$ cat config.mk
export PLATFORM = sky130hd
export DESIGN_NAME = aw_router
export DESIGN_NICKNAME = d
export VERILOG_FILES = /design/src/common/axi_pkg.sv /design/src/xbar/aw_router.sv
export VERILOG_INCLUDE_DIRS = /design/src /design/src/common
export SDC_FILE = /design/constraint.sdc
export NUM_CORES = 1
export LEC_CHECK = 0
export ABC_CLOCK_PERIOD_IN_PS = 1500
export BUFFER_PORTS_ARGS = -buffer_cell sky130_fd_sc_hd__buf_2
export CAP_MARGIN = 20
export CORE_AREA = 2 2 40 42
export DETAILED_ROUTE_END_ITERATION = 10
export DIE_AREA = 0 0 42 44
export PLACE_DENSITY = 0.81
export SLEW_MARGIN = 30
export SYNTH_ARGS = -nofsm -noshare
export SYNTH_HDL_FRONTEND = slang
export SYNTH_SLANG_ARGS = --single-unit
$ cat constraint.sdc
create_clock -name clk -period 1.5 [get_ports clk]
set_input_delay 0.45 -clock clk [delete_from_list [all_inputs] [get_ports clk]]
set_output_delay 0.45 -clock clk [all_outputs]
set_load 0.01 [all_outputs]
$ cat src/common/axi_define.svh
`ifndef AXI_DEFINE_SVH
`define AXI_DEFINE_SVH

// Write data bus width in bits
`define AXI_DATA_BITS 32

// One strobe bit per data byte
`define AXI_STRB_BITS 4

// Byte address width
`define AXI_ADDR_BITS 16

`endif

$ cat src/common/axi_pkg.sv
`include "axi_define.svh"

package axi_pkg;

  // Address split: slave select on top, then word offset, then byte lane
  localparam int SEL_FIELD_BITS  = 4;
  localparam int BYTE_FIELD_BITS = $clog2(`AXI_STRB_BITS);
  localparam int WORD_FIELD_BITS = `AXI_ADDR_BITS - SEL_FIELD_BITS - BYTE_FIELD_BITS;

  localparam int LEN_BITS = 8;

  typedef struct packed {
    logic [SEL_FIELD_BITS-1:0]  slv;
    logic [WORD_FIELD_BITS-1:0] word;
    logic [BYTE_FIELD_BITS-1:0] byte_off;
  } addr_fields_t;

  // Same address bits, seen flat or as select plus offsets
  typedef union packed {
    logic [`AXI_ADDR_BITS-1:0] raw;
    addr_fields_t              f;
  } wr_addr_u;

  typedef struct packed {
    wr_addr_u            addr;
    logic [LEN_BITS-1:0] len;
  } aw_chan_t;

  typedef struct packed {
    logic [`AXI_DATA_BITS-1:0] data;
    logic [`AXI_STRB_BITS-1:0] strb;
    logic                      last;
  } w_chan_t;

  typedef enum logic [1:0] {
    OKAY   = 2'b00,
    SLVERR = 2'b10
  } resp_e;

  typedef struct packed {
    resp_e resp;
  } b_chan_t;

  // Single master, so the lock is just free or held
  typedef enum logic {
    ROUTE_FREE = 1'b0,
    ROUTE_BUSY = 1'b1
  } route_e;

endpackage

$ cat src/xbar/aw_router.sv
`timescale 1ns/1ps

module aw_router #(
  parameter int NSLV     = 3,
  parameter int SEL_BITS = 2
) (
  input  logic                clk,
  input  logic                rstn,
  input  axi_pkg::aw_chan_t   aw,
  input  logic                awvalid,
  output logic                awready,
  output axi_pkg::aw_chan_t   s_aw,
  output logic [NSLV-1:0]     s_awvalid,
  input  logic                done,
  output logic [SEL_BITS-1:0] sel,
  output logic                busy
);

  import axi_pkg::*;

  route_e              route;
  route_e              route_next;
  logic [SEL_BITS-1:0] dec_sel;
  logic                aw_hs;

  // Out-of-map selects go to the last slave, which then flags SLVERR
  always_comb begin
    if (int'(aw.addr.f.slv) >= NSLV) begin
      dec_sel = SEL_BITS'(NSLV - 1);
    end else begin
      dec_sel = aw.addr.f.slv[SEL_BITS-1:0];
    end
  end

  assign awready = (route == ROUTE_FREE);
  assign aw_hs   = awvalid && awready;
  assign busy    = (route == ROUTE_BUSY);

  // Address beat is shared, only the valid is steered
  assign s_aw = aw;

  always_comb begin
    s_awvalid = '0;
    if (aw_hs) begin
      s_awvalid[dec_sel] = 1'b1;
    end
  end

  always_comb begin
    route_next = route;
    unique case (route)
      ROUTE_FREE: begin
        if (aw_hs) begin
          route_next = ROUTE_BUSY;
        end
      end
      ROUTE_BUSY: begin
        // Held until the response handshake
        if (done) begin
          route_next = ROUTE_FREE;
        end
      end
      default: route_next = ROUTE_FREE;
    endcase
  end

  always_ff @(posedge clk or negedge rstn) begin
    if (!rstn) begin
      route <= ROUTE_FREE;
    end else begin
      route <= route_next;
    end
  end

  always_ff @(posedge clk or negedge rstn) begin
    if (!rstn) begin
      sel <= '0;
    end else if (aw_hs) begin
      sel <= dec_sel;
    end
  end

endmodule

# After elaboration in Yosys (flattened, before gate mapping)
# Cells that the tools add are included.
# totals
out_inout_bits	31
inputBits	28
wordCells	15
register_bits	3
# classes
bitwise_logic	1
reduce_logical	2
order_cmp	3
mux	7
# op_table
cell	count
$ge A4 B2 Y1 const B	1
$lt A2 B3 Y1 const B	1
$mux W1	3
$mux W3	1
$demux W1 S2	1
$ge A2 B1 Y1 const B	1
$logic_and A1 B1 Y1	2
$mux W2	1
$pmux W1 S2	1
$not A1 Y1	1

# Logic depth before layout (Yosys ltp)
# depth
ltp_word	7
mapped_depth	2

# Worst setup path after synthesis
# Ideal clock, no wire load.
# synth_path
path_kind	input to output
from	in aw[22] (netlist bit)
to	out s_awvalid[0]
path_slack_ps	-59
path_stages	2
path_buffers	0
required_ps	1050
arrival_time_ps	1109
cell_sequence	or3_4 nor3_1
# synth_via
elab_chain_len	7
word_cells_on_any_way	8
classes_between	3 x order compare; 4 x mux; 1 x reduce/logical
# synth_lines
item	line	rtl
start, declared	aw_router.sv:9	input axi_pkg::aw_chan_t aw,
$ge A4 B2 Y1 (*)	aw_router.sv:28	if (int'(aw.addr.f.slv) >= NSLV) begin
$mux W2 (*)	aw_router.sv:28	
$lt A2 B3 Y1 (not written as such) or $ge A2 B1 Y1 (tied branches)	aw_router.sv:45	s_awvalid[dec_sel] = 1'b1;
$logic_and A1 B1 Y1 (not written as such)	aw_router.sv:45	
$mux W1 (not written as such)	aw_router.sv:45	
$demux W1 S2 (*)	aw_router.sv:45	
$mux W3 (*)	aw_router.sv:44	if (aw_hs) begin
end, declared	aw_router.sv:13	output logic [NSLV-1:0] s_awvalid,
# Every way passes the cells marked *; elsewhere a longest branch is shown, timed or not.

# Worst setup path after layout
# layout_path
from	in aw[23] (netlist bit)
to	out s_awvalid[2]
# Same word-level chain as after synthesis.

==> impl_metrics.py <==
metrics = {
    "status": {
        "run_status": "finished, violations left",
        "violations": "setup timing",
    },
    "sta": {
        "setup_viol": 3,
        "relSlewSlack_pct": 90.6,
        "period_minus_slack_ns": 1.66,
        "fmax_mhz": 604,
        "rsz0062_at_grt": "yes",
        "fin_ws_ns": -0.157,
        "timing.hold.ws_ns": 0.393,
        "worst_clock_skew_ns": 0.00156,
        "worst_slew_pin_slew_ns": 0.142,
        "finalCritPeriodShare_pct": 110,
        "final_hold_viol_count": 0,
        "report.final.slew_viol_count": 0,
    },
    "critical_path": {
        "worst_path_dominant_cell_family": "simple AND/OR/NAND/NOR gates",
        "critPathRequiredTime_ns": 1.05,
        "crit_arrival_ns": 1.21,
        "worstPathMaxFanout": 4,
        "cp_slowest_cell": "or3_4",
        "crit-reg2reg-launch": "busy",
        "endpoint_kind": "primary output",
        "path_buf_inv": 2,
        "crit_path_cell_trace": "buf_6 > or3_4 > nor2b_1 > buf_2",
        "startpoint": "aw[23]",
        "max_stage_delay_ns": 0.39,
        "worst-setup-path-type": "primary input to primary output",
        "cp-start-kind": "primary input",
    },
    "clocking": {
        "cts_buffer_depth": 2,
        "clk_pin_slew_ns": 0.04,
        "cts_sinks": 3,
        "numCtsBuffers": 3,
        "cts_tree": "done",
        "root_buffer": "clkbuf_4",
        "h-tree-depth": 1,
        "clk_latency_ns": 0.23,
    },
    "layout": {
        "antenna_cells": 0,
        "drive_gt1_share_pct": 69.2,
        "layout.nets": 68,
        "fillCellCount": 162,
        "syn2layout_area_growth_pct": 1.93,
        "fin_cells": 55,
        "finish.utilization_pct": 23.3,
    },
    "global_route": {
        "grt_max_degree": 5,
        "grt_pass1_wl_um": 924,
        "antenna_found_initial": 0,
        "overflow": 0,
        "first_global_vias": 222,
        "grt_usage_pct": 7.57,
    },
    "logic_synthesis": {
        "synth_warnings": 0,
        "synth_top_area_share_pct": 55.6,
        "ys_seq_area_share_pct": 23.2,
        "synth_common_cells": "buf_4 (24), dfrtp_1 (3)",
        "yosysUniqueCellTypes": 12,
        "ys_ff_latch": 3,
        "netlist_area_um2": 324,
        "synthTopCellsByArea": "buf_4 (56%), dfrtp_1 (23%), mux2_2 (3.5%), or3_4 (3.5%), o2bb2ai_1 (2.7%)",
        "async_reset_ff_share_pct": 100,
        "synth_top_area_cell": "buf_4",
        "synth_cells": 37,
        "synth_most_common_cell": "buf_4",
        "avgSynthCellArea_um2": 8.76,
        "syn_nets": 65,
        "synth_edf_count": 0,
        "synth_ff_type": "dfrtp_1",
    },
    "worst_hold_path": {
        "hp-class": "primary input to flip-flop",
        "holdCritStartpoint": "done",
    },
    "route": {
        "firstDrtPassIters": 2,
        "vias_per_cell": 4.00,
        "drtIter0Drc": 7,
        "drtAntennaViolNets": 0,
        "vias": 220,
        "wirelength_um": 641,
        "wl_per_cell_um": 11.7,
        "drc": 0,
    },
    "power_and_ir_drop": {
        "ir_worst_vdd_uv": 363,
        "p_leak_nw": 0.168,
        "power_density_nw_per_um2": 970,
    },
    "place": {
        "place_inst": 49,
        "post-place-ws_ns": -0.181,
        "numPortBuffers": 18,
        "gp_congestion": 0.625,
    },
    "die": {
        "die_h_um": 44,
        "placeableCoreArea_um2": 1420,
        "rows": 14,
        "die_w_um": 42,
        "io_pins": 59,
        "die_area_um2": 1850,
        "initial_core_util_pct": 22.8,
    },
    "run": {
        "max_cap_viol_count": 0,
    },
}
==> registers in the layout, indices dropped and copies added (netlist names) <==
name,flops
sel,2
busy,1
==> area by class of cell <==
type | instances | area (um2) | share of cell area (%)
Timing Repair Buffer | 22 | 135 | 40.9
Sequential cell | 3 | 75.1 | 22.7
Multi-Input combinational cell | 9 | 70.1 | 21.2
Clock buffer | 4 | 26.3 | 7.95
Tap cell | 16 | 20.0 | 6.06
Inverter | 1 | 3.75 | 1.14
==> worst paths after layout <==
| check | slack, ns | cells after the start | to |
|---|---|---|---|
| setup / recovery | -0.16 | 4 | s_awvalid[2] |
| hold / removal | 0.39 | 2 | busy |
| setup reg to reg | 0.35 | 3 | sel[1] |
| hold reg to reg | 0.48 | 1 | sel[0] |
| max in group asynchronous | 0.86 | 2 | sel[0] |
| min in group asynchronous | 0.54 | 2 | sel[1] |
==> logic make-up after synthesis <==
| family | count (synthesis) | synth area share, % |
|---|---|---|
| muxes | 1 | 3.47 |
| and+or+nand+nor | 6 | 12.4 |
| DFF | 3 | 23.2 |
| AOI/OAI and AO/OA | 2 | 4.25 |
| buffers and inverters | 25 | 56.8 |
==> layout by cell type, fill, tap and decap left out, drive strengths merged <==
| cell | n |
|---|---|
| buf | 21 |
| clkbuf | 4 |
| dfrtp | 3 |
| dlygate4sd3 | 1 |
| inv | 1 |
| mux2 | 1 |
| nand2b | 1 |
| nand3b | 1 |
| nor2 | 1 |
| nor2b | 1 |
| nor3 | 1 |
| o21ai | 1 |
| o2bb2ai | 1 |
| or3 | 1 |
==> power breakdown <==
group          internal [W]  total (W)  switching [W]
combinational     0.0000430  0.0000808      0.0000377
sequential        0.0000905  0.0000971     0.00000666
clock             0.0000998   0.000143      0.0000429
==> repair_timing <==
item                                   CTS  global route
hold buffers                             1             0
setup endpoints to repair                3             3
endpoints found under the hold margin    3             0
buffers inserted                         1             0
resized for setup                        1             1
pin swaps                                1             0
==> per-layer routing <==
metal / vias up / part of all wire (%) / global-route usage, %
li1: 97 / - / -
met1: 89 / 37 / 6.77
met2: 30 / 42 / 9.69
met3: 4 / 17 / 5.42
met4: 0 / 3.0 / 10.3
met5: - / 0 / 0
==> per-stage QoR <==
stage          area [um2]  total power [W]  setup TNS (ns)
5_1_grt               330         0.000351          -0.496
3_3_place_gp          274         0.000170          -0.437
4_1_cts               324         0.000329          -0.433
2_1_floorplan         329         0.000191               0
6_report              330         0.000321          -0.418
3_5_place_dp          274         0.000172          -0.499
(Power assumes the default switching activity.)
