[config.mk]
export PLATFORM = sky130hd
export DESIGN_NAME = slave_ram
export DESIGN_NICKNAME = d
export VERILOG_FILES = /design/src/common/axi_pkg.sv /design/src/hw/slave_ram.sv
export VERILOG_INCLUDE_DIRS = /design/src /design/src/common
export SDC_FILE = /design/constraint.sdc
export NUM_CORES = 2
export LEC_CHECK = 0
export BUFFER_PORTS_ARGS = -buffer_cell sky130_fd_sc_hd__buf_4
export CORE_ASPECT_RATIO = 0.8
export CORE_MARGIN = 2
export CORE_UTILIZATION = 50
export DETAILED_ROUTE_END_ITERATION = 8
export PLACE_DENSITY = 0.73
export SLEW_MARGIN = 40
export SYNTH_ARGS = -nofsm -noshare
export SYNTH_HDL_FRONTEND = slang
export SYNTH_SLANG_ARGS = --single-unit
[constraint.sdc]
create_clock -name clk -period 4.5 [get_ports clk]
set_clock_uncertainty 0.1 [all_clocks]
set_input_delay 0.45 -clock clk [delete_from_list [all_inputs] [get_ports clk]]
set_output_delay 0.45 -clock clk [all_outputs]
set_load 0.02 [all_outputs]
[src/common/axi_define.svh]
`ifndef AXI_DEFINE_SVH
`define AXI_DEFINE_SVH

// Write data bus width in bits
`define AXI_DATA_BITS 32

// One strobe bit per data byte
`define AXI_STRB_BITS 4

// Byte address width
`define AXI_ADDR_BITS 16

`endif

[src/common/axi_pkg.sv]
`include "axi_define.svh"

package axi_pkg;

  // Address split: slave select on top, then word offset, then byte lane
  localparam int SEL_FIELD_BITS  = 4;
  localparam int BYTE_FIELD_BITS = $clog2(`AXI_STRB_BITS);
  localparam int WORD_FIELD_BITS = `AXI_ADDR_BITS - SEL_FIELD_BITS - BYTE_FIELD_BITS;

  localparam int LEN_BITS = 8;

  typedef struct packed {
    logic [SEL_FIELD_BITS-1:0]  slv;
    logic [WORD_FIELD_BITS-1:0] word;
    logic [BYTE_FIELD_BITS-1:0] byte_off;
  } addr_fields_t;

  // Same address bits, seen flat or as select plus offsets
  typedef union packed {
    logic [`AXI_ADDR_BITS-1:0] raw;
    addr_fields_t              f;
  } wr_addr_u;

  typedef struct packed {
    wr_addr_u            addr;
    logic [LEN_BITS-1:0] len;
  } aw_chan_t;

  typedef struct packed {
    logic [`AXI_DATA_BITS-1:0] data;
    logic [`AXI_STRB_BITS-1:0] strb;
    logic                      last;
  } w_chan_t;

  typedef enum logic [1:0] {
    OKAY   = 2'b00,
    SLVERR = 2'b10
  } resp_e;

  typedef struct packed {
    resp_e resp;
  } b_chan_t;

  // Single master, so the lock is just free or held
  typedef enum logic {
    ROUTE_FREE = 1'b0,
    ROUTE_BUSY = 1'b1
  } route_e;

endpackage

[src/hw/slave_ram.sv]
`timescale 1ns/1ps
`include "axi_define.svh"

module slave_ram #(
  parameter int NSLV      = 3,
  parameter int RAM_WORDS = 64
) (
  input  logic                         clk,
  input  logic                         rstn,
  input  axi_pkg::aw_chan_t            aw,
  input  logic                         awvalid,
  input  axi_pkg::w_chan_t             w,
  input  logic                         wvalid,
  output logic                         wready,
  input  logic                         stall,
  output axi_pkg::b_chan_t             b,
  output logic                         bvalid,
  input  logic                         bready,
  input  logic [$clog2(RAM_WORDS)-1:0] rd_word,
  output logic [`AXI_DATA_BITS-1:0]    rd_data
);

  import axi_pkg::*;

  localparam int IDX_BITS = $clog2(RAM_WORDS);
  // One spare bit so start word plus burst length cannot wrap
  localparam int PTR_BITS = WORD_FIELD_BITS + 1;

  logic [`AXI_DATA_BITS-1:0] mem [RAM_WORDS];

  logic [PTR_BITS-1:0] ptr;
  logic [LEN_BITS-1:0] beats_left;
  logic                bad_sel;
  logic                in_burst;
  logic                err;
  logic                w_hs;
  logic                in_range;
  logic                last_beat;
  logic                beat_err;

  assign wready    = in_burst && !stall;
  assign w_hs      = wvalid && wready;
  assign in_range  = !bad_sel && (int'(ptr) < RAM_WORDS);
  assign last_beat = (beats_left == '0);

  // Out of range, or WLAST disagreeing with AWLEN
  assign beat_err = !in_range || (w.last != last_beat);

  // Burst start, INCR only
  always_ff @(posedge clk) begin
    if (awvalid) begin
      ptr        <= PTR_BITS'(aw.addr.f.word);
      beats_left <= aw.len;
      bad_sel    <= (int'(aw.addr.f.slv) >= NSLV);
    end else if (w_hs) begin
      ptr        <= ptr + 1'b1;
      beats_left <= beats_left - 1'b1;
    end
  end

  always_ff @(posedge clk or negedge rstn) begin
    if (!rstn) begin
      in_burst <= 1'b0;
      bvalid   <= 1'b0;
      err      <= 1'b0;
    end else begin
      if (awvalid) begin
        in_burst <= 1'b1;
        err      <= 1'b0;
      end else if (w_hs) begin
        err <= err || beat_err;
        if (w.last) begin
          in_burst <= 1'b0;
        end
      end

      if (w_hs && w.last) begin
        bvalid <= 1'b1;
      end else if (bvalid && bready) begin
        bvalid <= 1'b0;
      end
    end
  end

  always_ff @(posedge clk) begin
    if (w_hs && w.last) begin
      b.resp <= (err || beat_err) ? SLVERR : OKAY;
    end
  end

  // Byte lanes under strobe
  always_ff @(posedge clk) begin
    if (w_hs && in_range) begin
      for (int i = 0; i < `AXI_STRB_BITS; i++) begin
        if (w.strb[i]) begin
          mem[ptr[IDX_BITS-1:0]][8*i +: 8] <= w.data[8*i +: 8];
        end
      end
    end
  end

  assign rd_data = mem[rd_word];

endmodule

# Yosys cells after proc, flatten, opt, wreduce, memory -nomap -nowiden
# Memories as Yosys holds them, arrays and structs flattened.
# Cells that the tools add are included.
# W data, S select, Z words.
dict set report word_totals {
  ff_bits 25
  mem_bits_rw 2048
  input_bits 73
  out_inout_bits 36
  n_memories 1
}
# name words word_bits read_ports rd_clocked_by_memory_dff write_ports line
set memory_table {}
lappend memory_table {mem 64 32 1 0 1 slave_ram.sv:29} ;# logic [`AXI_DATA_BITS-1:0] mem [RAM_WORDS];
dict set report op_classes {
  add_sub_neg 2
  magnitude_cmp 2
  n_eq_ne 1
  mux 24
  n_reduce_logical 16
}
# cell count
set ops {}
lappend ops {{$mux W10} 2}
lappend ops {{$mux W1} 19}
lappend ops {{$mux W8} 2}
lappend ops {{$add A11 B1 Y11 const B} 1}
lappend ops {{$lt A11 B7 Y1 const B} 1}
lappend ops {{$logic_not A8 Y1} 1}
lappend ops {{$sub A8 B1 Y8 const B} 1}
lappend ops {{$logic_and A1 B1 Y1} 6}
lappend ops {{$reduce_bool A2 Y1} 3}
lappend ops {{$ge A4 B2 Y1 const B} 1}
lappend ops {{$logic_not A1 Y1} 3}
lappend ops {{$logic_or A1 B1 Y1} 2}
lappend ops {{$mux W2} 1}
lappend ops {{$reduce_and A2 Y1} 1}
lappend ops {{$ne A1 B1 Y1} 1}

# Longest topological paths before layout
dict set report depth {
  ltp_word 7
  ltp_mapped 10
  mapped_depth_nobuf 6
}

# Least setup slack after synthesis
# Ideal clock, no wire load.
dict set report synth_timing {
  path_kind {in2out}
  startpoint {in rd_word[2]}
  endpoint {out rd_data[15]}
  t_arrival_ns 2.332
  slack_ns 1.618
  cell_stages 9
  path_cell_list {buf_4 -> buf_4 -> inv_1 -> buf_2 -> clkbuf_1 -> nor2_1 -> nor2_1 -> nor3_1 -> nor4_1}
}
dict set report synth_between {
  elab_chain_len 1
}
# element line
set synth_rtl {}
lappend synth_rtl {{start: declaration} slave_ram.sv:19} ;# input logic [$clog2(RAM_WORDS)-1:0] rd_word,
lappend synth_rtl {{$mem_v2 Z64 W32} --}
lappend synth_rtl {{end: declaration} slave_ram.sv:20} ;# output logic [`AXI_DATA_BITS-1:0] rd_data
# No other way between the ends.

# Worst setup path in the final report
dict set report layout_timing {
  startpoint {in rd_word[5]}
  endpoint {out rd_data[28]}
}
# The elaborated chain is that of the path after synthesis.

==> metrics.md <==
| Metric | Value |
|---|---|
| WL final | 206,300 um |
| Seq/Total Area, Yosys | 0.7743 |
| Largest net degree at the start of global routing | 70 |
| CORE AREA | 0.1595 sq mm |
| Setup TNS | 0 ns |
| DR WL met3 | 29,550 um |
| EDFF count, synth | 2,068 |
| H-tree depth | 4 |
| Max_cap viols | 0 |
| Num ports | 109 |
| Max IR drop VDD | 462.7 uV |
| Clk root buf | clkbuf_16 |
| Period utilization | 0.8926 |
| Final min period | 4.017 ns |
| Max Fclk | 249.0 MHz |
| Residual DRC count | 0 |
| Vias per cell | 6.435 |
| Antenna Nets Post-Route | 0 |
| CP max FO | 16 |
| Critical Path Start Type | input port |
| Initial Utilization | 0.5037 |
| Remaining Overflow, GRT | 0 |
| Dpl hpwl | 130,300 um |
| Max Used Layer | met5 |
| Power Dens Cells | 422.8 mW/mm^2 |
| DR pass1 iterations | 6 |
| Iter 0 DRT Violations | 6,873 |
| Worst setup EP type | output port |
| Routed met1 length | 79,290 um |
| Relative slew margins | 0.4090 |
| Area growth syn-to-layout | 13.36% |
| Number of global-route vias before repair | 40.09k |
| Number of synthesized register bits | 2,072 |
| Clock latency on the worst-skew pair | 0.82 ns |
| Worst slew pin tran | 0.8833 ns |
| Synth area leaders | edfxtp_1 (77%), mux4_2 (14%), nor2_1 (1.4%) |
| RSZ-0062 raised after global routing | no |
| Register Area | 0.06219 sq mm |
| Port bufs | 105 |
| Average size of a mapped cell | 21.45 sq um |
| DR WL met2 | 91,130 um |
| Bufs on Longest Clock Path | 3 |
| Yosys warns | 0 |
| Fillcell total | 11.19k |
| Yosys cell types | 52 |
| Nets@finish | 4,184 |
| Crit path DAT | 3.47 ns |
| WHS Path Cells | 1 |
| Synth area leader | edfxtp_1 |
| Syn_nets | 3,821 |
| Worst-path clk slew | 0.07 ns |
| Die area | 0.1639 sq mm |
| Initial antenna violation count | 7 |
| Final Cell Area | 0.09106 sq mm |
| Setup Crit Path Kind | input port to output port |
| FP Rows | 131 |
| Post-synthesis cell area | 0.08033 sq mm |
| Post-DP Area | 0.08496 sq mm |
| Post-cts gate resize count | 0 |
| Layout Utilization | 0.5710 |
| Status | complete, no violations |
| Reg2Reg Depth | 3 |
| Gpl congestion | 0.8860 |
| TritonCTS Buffers | 181 |
| Total track usage | 0.2530 |
| Cells after Synth | 3,745 |
| Die width | 452.1 um |
| Global-route wire length before repair | 294,700 um |
| CTS Sinks | 2,072 |
| Die height | 362.5 um |
| Worst EP required | 3.95 ns |
| Static Leak | 28.39 nW |
| Area occupied by multi-input gates | 0.01710 sq mm |
| Hold WC Path Type | input port to register |
| Slew Viols, Final | 0 |
| Vias | 41.07k |
| Fraction of layout cells with a size suffix above 1 | 0.2932 |
| Hold violation count in the final report | 0 |
| DR WL/cell | 32.32 um |
| Endpoints failing setup | 0 |
| Synth top area share | 0.7731 |
| CTS tree | yes |
| Most used DFF post-synth | edfxtp_1 |
| Share of async-settable or async-resettable flops after synthesis | 0.001448 |
-- cell usage in the layout, fill, tap and decap left out, drive strengths merged, types with 12 or more instances in the layout --
cell and instances:
a21oi 13, a221o 13, a22oi 19, buf 366, clkbuf 222, clkinv 84, dlygate4sd3 36, edfxtp 2068
inv 12, mux2 27, mux2i 67, mux4 513, nand2 137, nand2b 13, nand3 14, nor2 301
nor3 27, nor4 16, o211ai 13, o21ai 41, o221ai 27, o22ai 104
-- synthesized netlist by cell type, types with 4 or more instances --
master,count
o22a_1,9
xor2_1,6
o211ai_1,13
nand3_1,14
mux2i_1,67
nor3_1,27
clkbuf_1,83
buf_2,62
and3b_1,4
nand2b_1,13
o21ai_0,41
o22ai_1,104
and3_1,4
nor2_1,301
o221ai_1,27
edfxtp_1,2068
buf_6,20
buf_4,48
and2_1,6
nor2b_1,11
mux4_2,513
xnor2_1,9
nor4_1,16
mux2_2,27
buf_1,8
inv_1,7
a211oi_1,9
a21oi_1,13
a221o_1,13
a22oi_1,19
nor3b_1,6
nand2_1,137
a31oi_1,7
-- cell type report --
class,instances,share of cell area
sequential,2072,0.6830
antenna,6,0.0001649
clock buffer,222,0.05260
tap,2128,0.02924
multi-input combinational,1444,0.1878
timing repair buffer,402,0.03794
clock inverter,102,0.008904
inverter,7,0.0002886
-- routing by layer --
layer  vias up  GRT usage
li1      16330          -
met1     21450     0.3709
met2      2903     0.3615
met3       386    0.08248
met4         2    0.08053
met5         -          0
-- where the power goes --
group	total [mW]	internal [mW]	switching (mW)
logic	2.19	0.792	1.39
clock network	15.0	8.19	6.84
registers	21.3	21.2	0.0359
total	38.5	30.2	8.27
-- cell families after synthesis --
logic type / share of synthesized area
DFF: 0.7743
muxes: 0.1560
and+or+nand+nor: 0.02886
AOI/OAI and AO/OA: 0.02294
buffers and inverters: 0.01579
xor gates and xnor gates: 0.001636
adders and majority gates: 0.0004673
other: 0.00004668
-- repair_timing --
item	4_1_cts	5_1_grt
hold buffers	36	0
buffers inserted	0	0
hold endpoints to repair	29	0
-- worst max-delay path, cell delays in order --
cell and delay (ns):
buf_4 0.31, buf_4 0.33, and2_1 0.62, nand2b_1 0.54, o221ai_1 0.60, a21oi_1 0.08
o22a_1 0.29, buf_4 0.20
-- flip-flops by register name (all words and copies together), names as in the netlist --
signal / count
ptr: 11
beats_left: 8
mem: 2048
in_burst: 1
bvalid: 1
bad_sel: 1
err: 1
b: 1
-- metrics by stage --
step | worst slack, ns | cells | power (mW) | hold slack, ns
floorplan | 1.618 | 3745 | 22.80 | 0.05441
global placement | 0.5996 | 6017 | 23.77 | 0.1399
detailed placement | 0.6083 | 6017 | 23.81 | 0.1418
CTS | 0.5645 | 6377 | 38.58 | 0.01603
global route | 0.5065 | 6377 | 39.39 | 0.07414
finish | 0.4833 | 6383 | 38.50 | 0.06297
-- worst paths after layout --
kind / to / start / slack, ns
min in group asynchronous: bvalid / rstn / 0.45
max in group asynchronous: err / rstn / 3.70
min: mem[57][7] / w[12] / 0.06
max: rd_data[28] / rd_word[5] / 0.48
min reg2reg: in_burst / in_burst / 0.39
max reg2reg: mem[16][24] / ptr[4] / 1.04
(Power assumes the default switching activity.)
