$ cat src/common/axi_define.svh
`ifndef AXI_DEFINE_SVH
`define AXI_DEFINE_SVH

// Write data bus width in bits
`define AXI_DATA_BITS 32

// One strobe bit per data byte
`define AXI_STRB_BITS 4

// Byte address width
`define AXI_ADDR_BITS 16

`endif

$ cat src/common/axi_pkg.sv
`include "axi_define.svh"

package axi_pkg;

  // Address split: slave select on top, then word offset, then byte lane
  localparam int SEL_FIELD_BITS  = 4;
  localparam int BYTE_FIELD_BITS = $clog2(`AXI_STRB_BITS);
  localparam int WORD_FIELD_BITS = `AXI_ADDR_BITS - SEL_FIELD_BITS - BYTE_FIELD_BITS;

  localparam int LEN_BITS = 8;

  typedef struct packed {
    logic [SEL_FIELD_BITS-1:0]  slv;
    logic [WORD_FIELD_BITS-1:0] word;
    logic [BYTE_FIELD_BITS-1:0] byte_off;
  } addr_fields_t;

  // Same address bits, seen flat or as select plus offsets
  typedef union packed {
    logic [`AXI_ADDR_BITS-1:0] raw;
    addr_fields_t              f;
  } wr_addr_u;

  typedef struct packed {
    wr_addr_u            addr;
    logic [LEN_BITS-1:0] len;
  } aw_chan_t;

  typedef struct packed {
    logic [`AXI_DATA_BITS-1:0] data;
    logic [`AXI_STRB_BITS-1:0] strb;
    logic                      last;
  } w_chan_t;

  typedef enum logic [1:0] {
    OKAY   = 2'b00,
    SLVERR = 2'b10
  } resp_e;

  typedef struct packed {
    resp_e resp;
  } b_chan_t;

  // Single master, so the lock is just free or held
  typedef enum logic {
    ROUTE_FREE = 1'b0,
    ROUTE_BUSY = 1'b1
  } route_e;

endpackage

$ cat src/xbar/b_merge.sv
`timescale 1ns/1ps

module b_merge #(
  parameter int NSLV     = 3,
  parameter int SEL_BITS = 2
) (
  input  logic [SEL_BITS-1:0]            sel,
  input  logic                           busy,
  input  axi_pkg::b_chan_t [NSLV-1:0]    s_b,
  input  logic [NSLV-1:0]                s_bvalid,
  output logic [NSLV-1:0]                s_bready,
  output axi_pkg::b_chan_t               b,
  output logic                           bvalid,
  input  logic                           bready,
  output logic                           done
);

  // Only the routed slave's response reaches the master
  always_comb begin
    b        = s_b[sel];
    bvalid   = busy && s_bvalid[sel];
    s_bready = '0;
    if (busy) begin
      s_bready[sel] = bready;
    end
  end

  // Route is released on the response handshake
  assign done = bvalid && bready;

endmodule

$ cat config.mk
export PLATFORM = sky130hd
export DESIGN_NAME = b_merge
export DESIGN_NICKNAME = d
export VERILOG_FILES = /design/src/common/axi_pkg.sv /design/src/xbar/b_merge.sv
export VERILOG_INCLUDE_DIRS = /design/src /design/src/common
export SDC_FILE = /design/constraint.sdc
export NUM_CORES = 1
export LEC_CHECK = 0
export BUFFER_PORTS_ARGS = -buffer_cell sky130_fd_sc_hd__buf_4
export CAP_MARGIN = 20
export CORE_AREA = 2 2 39 41
export DETAILED_ROUTE_END_ITERATION = 8
export DIE_AREA = 0 0 41 43
export GPL_ROUTABILITY_DRIVEN = 0
export GPL_TIMING_DRIVEN = 0
export SYNTH_ARGS = -nofsm -noshare
export SYNTH_HDL_FRONTEND = slang
export SYNTH_SLANG_ARGS = --single-unit
$ cat constraint.sdc
create_clock -name vclk -period 0.8
set_input_delay 0.16 -clock vclk [all_inputs]
set_output_delay 0.16 -clock vclk [all_outputs]
set_load 0.01 [all_outputs]
## After elaboration in Yosys (flattened, before gate mapping)

Cells that the tools add are included.

| word-level totals | value |
|---|---|
| register bits | 0 |
| input port bits | 13 |
| output and inout port bits | 7 |
| logic and storage cells | 13 |

| operators by class | value |
|---|---|
| order comparisons | 2 |
| muxes and demuxes | 7 |
| bitwise operators | 1 |
| reduce and logical (&&, ||, !) cells | 3 |

Operators with widths:

| cell | count |
|---|---|
| $bmux 2 s2 | 1 |
| $and 3x3->3 | 1 |
| $logic_and 1x1->1 | 3 |
| $lt 2x3->1 const B | 1 |
| $mux 3 | 1 |
| $bmux 1 s2 | 1 |
| $demux 1 s2 | 1 |
| $ge 2x1->1 const B | 1 |
| $mux 1 | 2 |
| $mux 2 | 1 |

## Logic depth before layout (Yosys ltp)

Gate-level depths: netlist of run 1.

| logic depth | value |
|---|---|
| depth in word-level cells | 6 |
| gate-level depth with buffers | 4 |
| mapped depth without buffers | 3 |

## Worst setup path before layout of run 1

No wires, ideal clock.

| timing | value |
|---|---|
| kind | input to output |
| start point | input sel[1] |
| end point | output done |
| arrival | 0.757 ns |
| data required time | 0.640 ns |
| slack | -0.117 ns |
| stages on the path | 4 |
| buffers on the path | 1 |
| cells stage by stage | buf_6 > nor2b_2 > a211o_1 > and3b_1 |

| on the way | value |
|---|---|
| cells in the longest elaborated chain, start to end | 4 |

RTL lines:

| element | line | text |
|---|---|---|
| start: declaration | b_merge.sv:7 | `input logic [SEL_BITS-1:0] sel,` |
| $bmux 1 s2 | b_merge.sv:21 | `bvalid = busy && s_bvalid[sel];` |
| $mux 1 (not written as such) | b_merge.sv:21 |  |
| $logic_and 1x1->1 | b_merge.sv:21 |  |
| $logic_and 1x1->1 | b_merge.sv:29 | `assign done = bvalid && bready;` |
| end: declaration | b_merge.sv:15 | `output logic done` |

No other way between the ends. The select of a mux whose other input is x is not followed.

## Worst setup path after layout of run 1

| timing | value |
|---|---|
| start point | input s_bvalid[0] |
| end point | output done |

| on the way | value |
|---|---|
| cells in the longest elaborated chain, start to end | 4 |

RTL lines:

| element | line | text |
|---|---|---|
| start: declaration | b_merge.sv:10 | `input logic [NSLV-1:0] s_bvalid,` |
| $bmux 1 s2 | b_merge.sv:21 |  |
| $mux 1 (not written as such) | b_merge.sv:21 |  |
| $logic_and 1x1->1 | b_merge.sv:21 |  |
| $logic_and 1x1->1 | b_merge.sv:29 |  |

No other way between the ends. The select of a mux whose other input is x is not followed.

==> flow_summary.ini, run 1 <==
[outcome]
status = finished with violations
violations = negative setup slack

[yosys]
ys_types = 12
synth_top_area_cell = mux2i_1
yosysSeqAreaShare = 0
postSynthCellCount = 18
syn_avg_cell_area_sq_um = 6.74
ys_warn_count = 0
synth_commonest_cells = nand2_1, o21ai_0, and3_1, mux2i_1
synth.area.top_cells = mux2i_1, o21ai_0, and3_1
syn-num-nets = 31
synth.cell_area_sq_um = 121
yosysTopAreaCellShare = 0.165

[global_route]
grt_pass1_wl_microns = 510
grt-ovfl-total = 0
grt_usage = 0.0390
grt_pass1_vias = 140
antenna_found_initial = 0
grt_start_max_net_pins = 9

[drt]
drt_iter0_markers = 0
via_per_inst = 3.81
route.vias.total = 206
ant_nets = 0
drc = 0
dr.pass1.iters = 1
wl_microns = 437
routedWlPerCell_microns = 8.09

[pwr]
totalPowerFinal_uw = 170
power.leakage_nw = 0.178
power_switching_uw = 59.7
p_seq_frac = 0
intPower_uw = 111
clkPwrFrac = 0
power.density_mw_per_mm2 = 486
power_frac_comb = 1.000
irDropWorstVdd_mv = 0.141
netSwitchingFraction = 0.351

[die]
die_height_microns = 43
num_rows = 14
core_area_sq_mm = 0.00138
ios = 20
start_util = 0.0877
fp.dieW_microns = 41
dieArea_sq_mm = 0.00176

[timing]
worst_pin_slew_ns = 0.165
fin_crit_ns = 1.05
setup_viol = 6
hold_viol = 0
finalCritPeriodShare = 1.32
rsz0062_at_grt = yes
setup_ws_ns = -0.255
drv_slew = 0
fmax_mhz = 948
relSlewSlack = 0.887

[finish]
n_clock_buffer = 0
seq_area_sq_um = 0
n_antenna_cell = 0
layout.cells.non_filler = 54
design.seq.count = 0
syn_to_final_growth_pct = 189
fillers = 157
finish.utilization = 0.253
final_nets = 53
drive_gt1_frac = 0.789

[placement]
portBuffers = 19
dp_cells = 53
dpl_worst_slack_ns = -0.312

[worst_setup_path]
crit_top_cell = buf_6
path_class = primary input to primary output
max_stage_delay_ns = 0.22
crit_path_end_kind = primary output
startpoint_type = primary input
crit_arrival_ns = 0.89
crit_fanout = 2
critPathRequiredTime_ns = 0.64
slowest_stage = a211o_1
path_cells = buf_6 -> nor2b_4 -> a211o_1 -> and3b_2 -> buf_6

[clocking]
holdBufCountCts = 0

[flow_run]
maxCapViolations = 0

[hold_path]
hold_class = primary input to primary output
stage by stage:
| step | setup TNS [ns] | area, sq um | hold WS [ns] |
|---|---|---|---|
| global placement | -1.03 | 302 | 0.598 |
| detailed placement | -1.06 | 302 | 0.604 |
| CTS | -0.956 | 335 | 0.599 |
| finish | -0.888 | 350 | 0.594 |
| floorplan | -0.176 | 139 | 0.369 |
| global route | -1.08 | 350 | 0.607 |
kinds of logic after synthesis:
kind of cell | Yosys count | synth area share
multiplexers | 2 | 0.165
AO/OA/AOI/OAI | 4 | 0.196
buffers and inverters | 2 | 0.124
AND/OR/NAND/NOR | 10 | 0.515
critical path: cells and delay by family:
kind | cells | cell delay [ns]
AOI/OAI and AO/OA | 1 | 0.22
buffers and inverters | 2 | 0.21
and+or+nand+nor | 2 | 0.31
power groups by stage:
stage | clock network [mW] | registers (mW) | logic (mW)
after CTS | 0 | 0 | 0.163
final | 0 | 0 | 0.170
after global placement | 0 | 0 | 0.143
after global routing | 0 | 0 | 0.184
after detailed placement | 0 | 0 | 0.145
after floorplan | 0 | 0 | 0.0616
metal layers:
layer / vias up / GRT usage / routed length, microns / share of wire
li1: 105 / - / - / -
met1: 89 / 0.0348 / 179 / 0.41
met2: 12 / 0.0844 / 204 / 0.47
met3: 0 / 0.00524 / 53 / 0.12
met4: 0 / 0 / 0 / 0
met5: - / 0 / 0 / 0
cell usage in the layout, fill, tap and decap left out:
| cell type | Yosys | final |
|---|---|---|
| nor2b_4 | 0 | 1 |
| o21ai_0 | 3 | 1 |
| and3_4 | 0 | 1 |
| nor3_1 | 1 | 1 |
| mux2i_1 | 2 | 1 |
| a211o_1 | 1 | 1 |
| and2b_2 | 1 | 1 |
| and3_1 | 2 | 1 |
| and3b_2 | 0 | 1 |
| nand2_2 | 0 | 2 |
| buf_6 | 1 | 6 |
| o21ai_2 | 0 | 2 |
| buf_12 | 0 | 1 |
| buf_4 | 0 | 14 |
| inv_1 | 1 | 1 |
| nor3b_1 | 1 | 1 |
| mux2i_2 | 0 | 1 |
| nand2_1 | 3 | 1 |
path summary, 6_finish.rpt:
| check | to | startpoint | cells after the start | slack (ns) |
|---|---|---|---|---|
| max | done | s_bvalid[0] | 5 | -0.25 |
| min | b[0] | s_b[2] | 4 | 0.59 |
cell type report:
cell class / count / area (sq um) / share of cell area
Tap cell: 16 / 20.0 / 0.0571
Inverter: 1 / 3.75 / 0.0107
Multi-Input combinational cell: 16 / 134 / 0.382
Timing Repair Buffer: 20 / 173 / 0.493
Buffer: 1 / 20.0 / 0.0571
what timing repair did:
| item | 4_1_cts | 5_1_grt |
|---|---|---|
| resized for setup | 9 | 2 |
| pin swaps | 3 | 3 |
| buffers inserted | 0 | 1 |
| endpoints found under the setup margin | 6 | 7 |
No activity file was read; power rests on OpenSTA's default activity.
==> inputs of run 2 (changes only) <==
Settings changed: SETUP_SLACK_MARGIN set to 0.1.
==> flow_summary.ini, run 2 (same netlist as run 1, synthesis figures left out) <==
[outcome]
status = finished with violations
violations = negative setup slack

[clocking]
holdBufCountCts = 0

[global_route]
grt_pass1_vias = 216
antenna_found_initial = 0
grt_usage = 0.0619
grt_start_max_net_pins = 8
grt_pass1_wl_microns = 807
grt-ovfl-total = 0

[timing]
setup_viol = 6
fmax_mhz = 935
relSlewSlack = 0.890
fin_crit_ns = 1.07
worst_pin_slew_ns = 0.162
drv_slew = 0
rsz0062_at_grt = yes
finalCritPeriodShare = 1.34
hold_viol = 0
whs_ns = 0.584
setup_ws_ns = -0.270

[drt]
drc = 0
route.vias.total = 216
wl_microns = 529
drt_iter0_markers = 4
ant_nets = 0
via_per_inst = 3.79
dr.pass1.iters = 3
routedWlPerCell_microns = 9.28

[placement]
hpwlAfterDp_microns = 382
placed_cell_area_sq_um = 307
portBuffers = 19
dpl_worst_slack_ns = -0.332

[finish]
n_antenna_cell = 0
design.seq.count = 0
final_common_cell = buf_4
fin_area_sq_um = 407
syn_to_final_growth_pct = 235
finish.utilization = 0.294
mostFrequentLayoutCells = buf_4, buf_6
seq_area_sq_um = 0
final_nets = 56
drive_gt1_frac = 0.829
n_clock_buffer = 0

[worst_setup_path]
path_class = primary input to primary output
crit_path_end_kind = primary output
crit_fanout = 2
crit_arrival_ns = 0.91
path_cells = buf_6 -> nor2b_4 -> a211o_1 -> and3b_2 -> buf_6
crit_top_cell = buf_6
critPathRequiredTime_ns = 0.64
slowest_stage = a211o_1
startpoint_type = primary input
max_stage_delay_ns = 0.24

[die]
start_util = 0.0877
num_rows = 14
die_height_microns = 43
fp.dieW_microns = 41
ios = 20
dieArea_sq_mm = 0.00176
core_area_sq_mm = 0.00138

[pwr]
power_switching_uw = 68.5
power.leakage_nw = 0.204
p_seq_frac = 0
netSwitchingFraction = 0.339
intPower_uw = 133
clkPwrFrac = 0
totalPowerFinal_uw = 202
power_frac_comb = 1.000
power.density_mw_per_mm2 = 497
irDropWorstVdd_mv = 0.176

[flow_run]
maxCapViolations = 0

[hold_path]
hold_class = primary input to primary output
run 2: area by class of cell:
cell class,instances,area [sq um]
Fill cell,151,977
Multi-Input combinational cell,16,145
Timing Repair Buffer,23,218
Inverter,1,3.75
Buffer,1,20.0
Tap cell,16,20.0
run 2: timing repair:
item                                    4_1_cts  5_1_grt
endpoints found under the setup margin        7        7
gates resized for setup                      15        3
pin swaps                                     4        4
buffers inserted                              4        0
cloned                                        0        0
hold endpoints to repair                      0        0
run 2: worst max-delay path, delay by kind of cell:
family,cells,cell delay [ns]
simple gates,2,0.31
compound gates,1,0.24
buf+inv,2,0.21
run 2: power by group through the flow:
stage	Combinational (mW)	Sequential, mW	Clock [mW]
floorplan	0.0625	0	0
global placement	0.145	0	0
detailed placement	0.147	0	0
CTS	0.193	0	0
global route	0.218	0	0
finish	0.202	0	0
run 2: stage by stage:
stage	cells	TNS, ns
finish	57	-1.01
global route	57	-1.20
CTS	57	-1.11
detailed placement	53	-1.12
global placement	53	-1.06
floorplan	18	-0.175
run 2: worst paths after layout:
path / startpoint / end / slack [ns] / cells past startpoint
setup / recovery: s_bvalid[0] / done / -0.27 / 5
hold / removal: sel[0] / s_bready[0] / 0.58 / 3
run 2: per-layer routing:
| metal | vias up | global-route usage | routed length, microns |
|---|---|---|---|
| met5 | - | 0 | 0 |
| met4 | 0 | 0 | 0 |
| met3 | 0 | 0 | 65 |
| met2 | 17 | 0.125 | 261 |
| met1 | 89 | 0.0696 | 202 |
| li1 | 110 | - | - |
==> inputs of run 3 (changes only) <==
Clock period 0.8 ns to 1.2 ns, I/O delays scaled along.
==> flow_summary.ini, run 3 (same netlist as run 1, synthesis figures left out) <==
[finish]
final_nets = 52
finish.utilization = 0.220
multiInputGateArea_sq_um = 111
drive_gt1_frac = 0.595
fin_area_sq_um = 304
mostFrequentLayoutCells = buf_4, nand2_1, buf_6
seq_area_sq_um = 0
n_clock_buffer = 0
design.seq.count = 0
layout.cells.non_filler = 53
n_antenna_cell = 0
fillers = 159
syn_to_final_growth_pct = 151
final_common_cell = buf_4

[pwr]
intPower_uw = 62.4
power_frac_comb = 1.000
clkPwrFrac = 0
power.leakage_nw = 0.168
netSwitchingFraction = 0.351
power_switching_uw = 33.8
totalPowerFinal_uw = 96.2
power.density_mw_per_mm2 = 316
p_seq_frac = 0
irDropWorstVdd_mv = 0.0416

[die]
die_height_microns = 43
core_area_sq_mm = 0.00138
fp.dieW_microns = 41
dieArea_sq_mm = 0.00176
ios = 20
num_rows = 14
start_util = 0.0877

[timing]
setup_ws_ns = -0.000617
hold_viol = 0
whs_ns = 0.772
worst_pin_slew_ns = 0.178
finalCritPeriodShare = 1.00
setup_tns_ns = -0.000617
fin_crit_ns = 1.20
fmax_mhz = 833
relSlewSlack = 0.880
drv_slew = 0
setup_viol = 1
rsz0062_at_grt = yes

[hold_path]
hp-start = s_b[3]
min_path_cells = 4
hold_class = primary input to primary output
holdPathEnd = b[1]

[outcome]
violations = negative setup slack
status = finished with violations

[worst_setup_path]
crit_arrival_ns = 0.96
crit_fanout = 2
crit_path_end_kind = primary output
startpoint_type = primary input
path_class = primary input to primary output
critPathRequiredTime_ns = 0.96

[drt]
route.vias.total = 203
dr.pass1.iters = 2
drt_iter0_markers = 1
drc = 0
routedWlPerCell_microns = 8.13
ant_nets = 0
via_per_inst = 3.83
wl_microns = 431

[global_route]
antenna_found_initial = 0
grt_pass1_vias = 139
grt-ovfl-total = 0
grt_pass1_wl_microns = 427
grt_usage = 0.0320
grt_start_max_net_pins = 9

[placement]
dp_cells = 53
hpwlAfterDp_microns = 376
placed_cell_area_sq_um = 284
portBuffers = 19
dpl_worst_slack_ns = -0.0950

[clocking]
cts_setup_buffers = 0
holdBufCountCts = 0

[flow_run]
maxCapViolations = 0
==> run 3: power groups by stage <==
stage | clock network (mW) | logic, mW | registers [mW]
6_report | 0 | 0.0962 | 0
4_1_cts | 0 | 0.0966 | 0
5_1_grt | 0 | 0.105 | 0
3_3_place_gp | 0 | 0.0879 | 0
2_1_floorplan | 0 | 0.0349 | 0
3_5_place_dp | 0 | 0.0890 | 0
==> run 3: worst max-delay path by stage <==
stage	start	endpoint	slack, ns	cells after the start
floorplan	sel[1]	done	0.12	4
global placement	s_bvalid[0]	done	-0.09	5
detailed placement	s_bvalid[0]	done	-0.1	5
CTS	s_bvalid[0]	done	0.00008	5
global route	s_bvalid[0]	done	-0.02	5
finish	s_bvalid[0]	done	-0.0006	5
==> run 3: repair_timing <==
item	in CTS	in global routing
endpoints found under the setup margin	3	5
pin swaps	3	1
cloned	0	0
resized for setup	5	2
==> run 3: cell type report <==
cell class	instances	area share
inverters	1	0.0123
plain buffers	1	0.0494
repair buffers	19	0.506
multi-input cells	16	0.366
well taps	16	0.0658
==> run 3: worst max-delay path, cell delays in order <==
cell     delay [ns]
buf_6          0.09
nor2b_4        0.11
a211o_1        0.22
and3b_1        0.19
buf_6          0.12
==> run 3: metal layers <==
metal | wire length [microns] | GRT usage | part of all wire
met5 | 0 | 0 | 0
met4 | 0 | 0 | 0
met3 | 93 | 0.00524 | 0.22
met2 | 200 | 0.0781 | 0.46
met1 | 138 | 0.0190 | 0.32
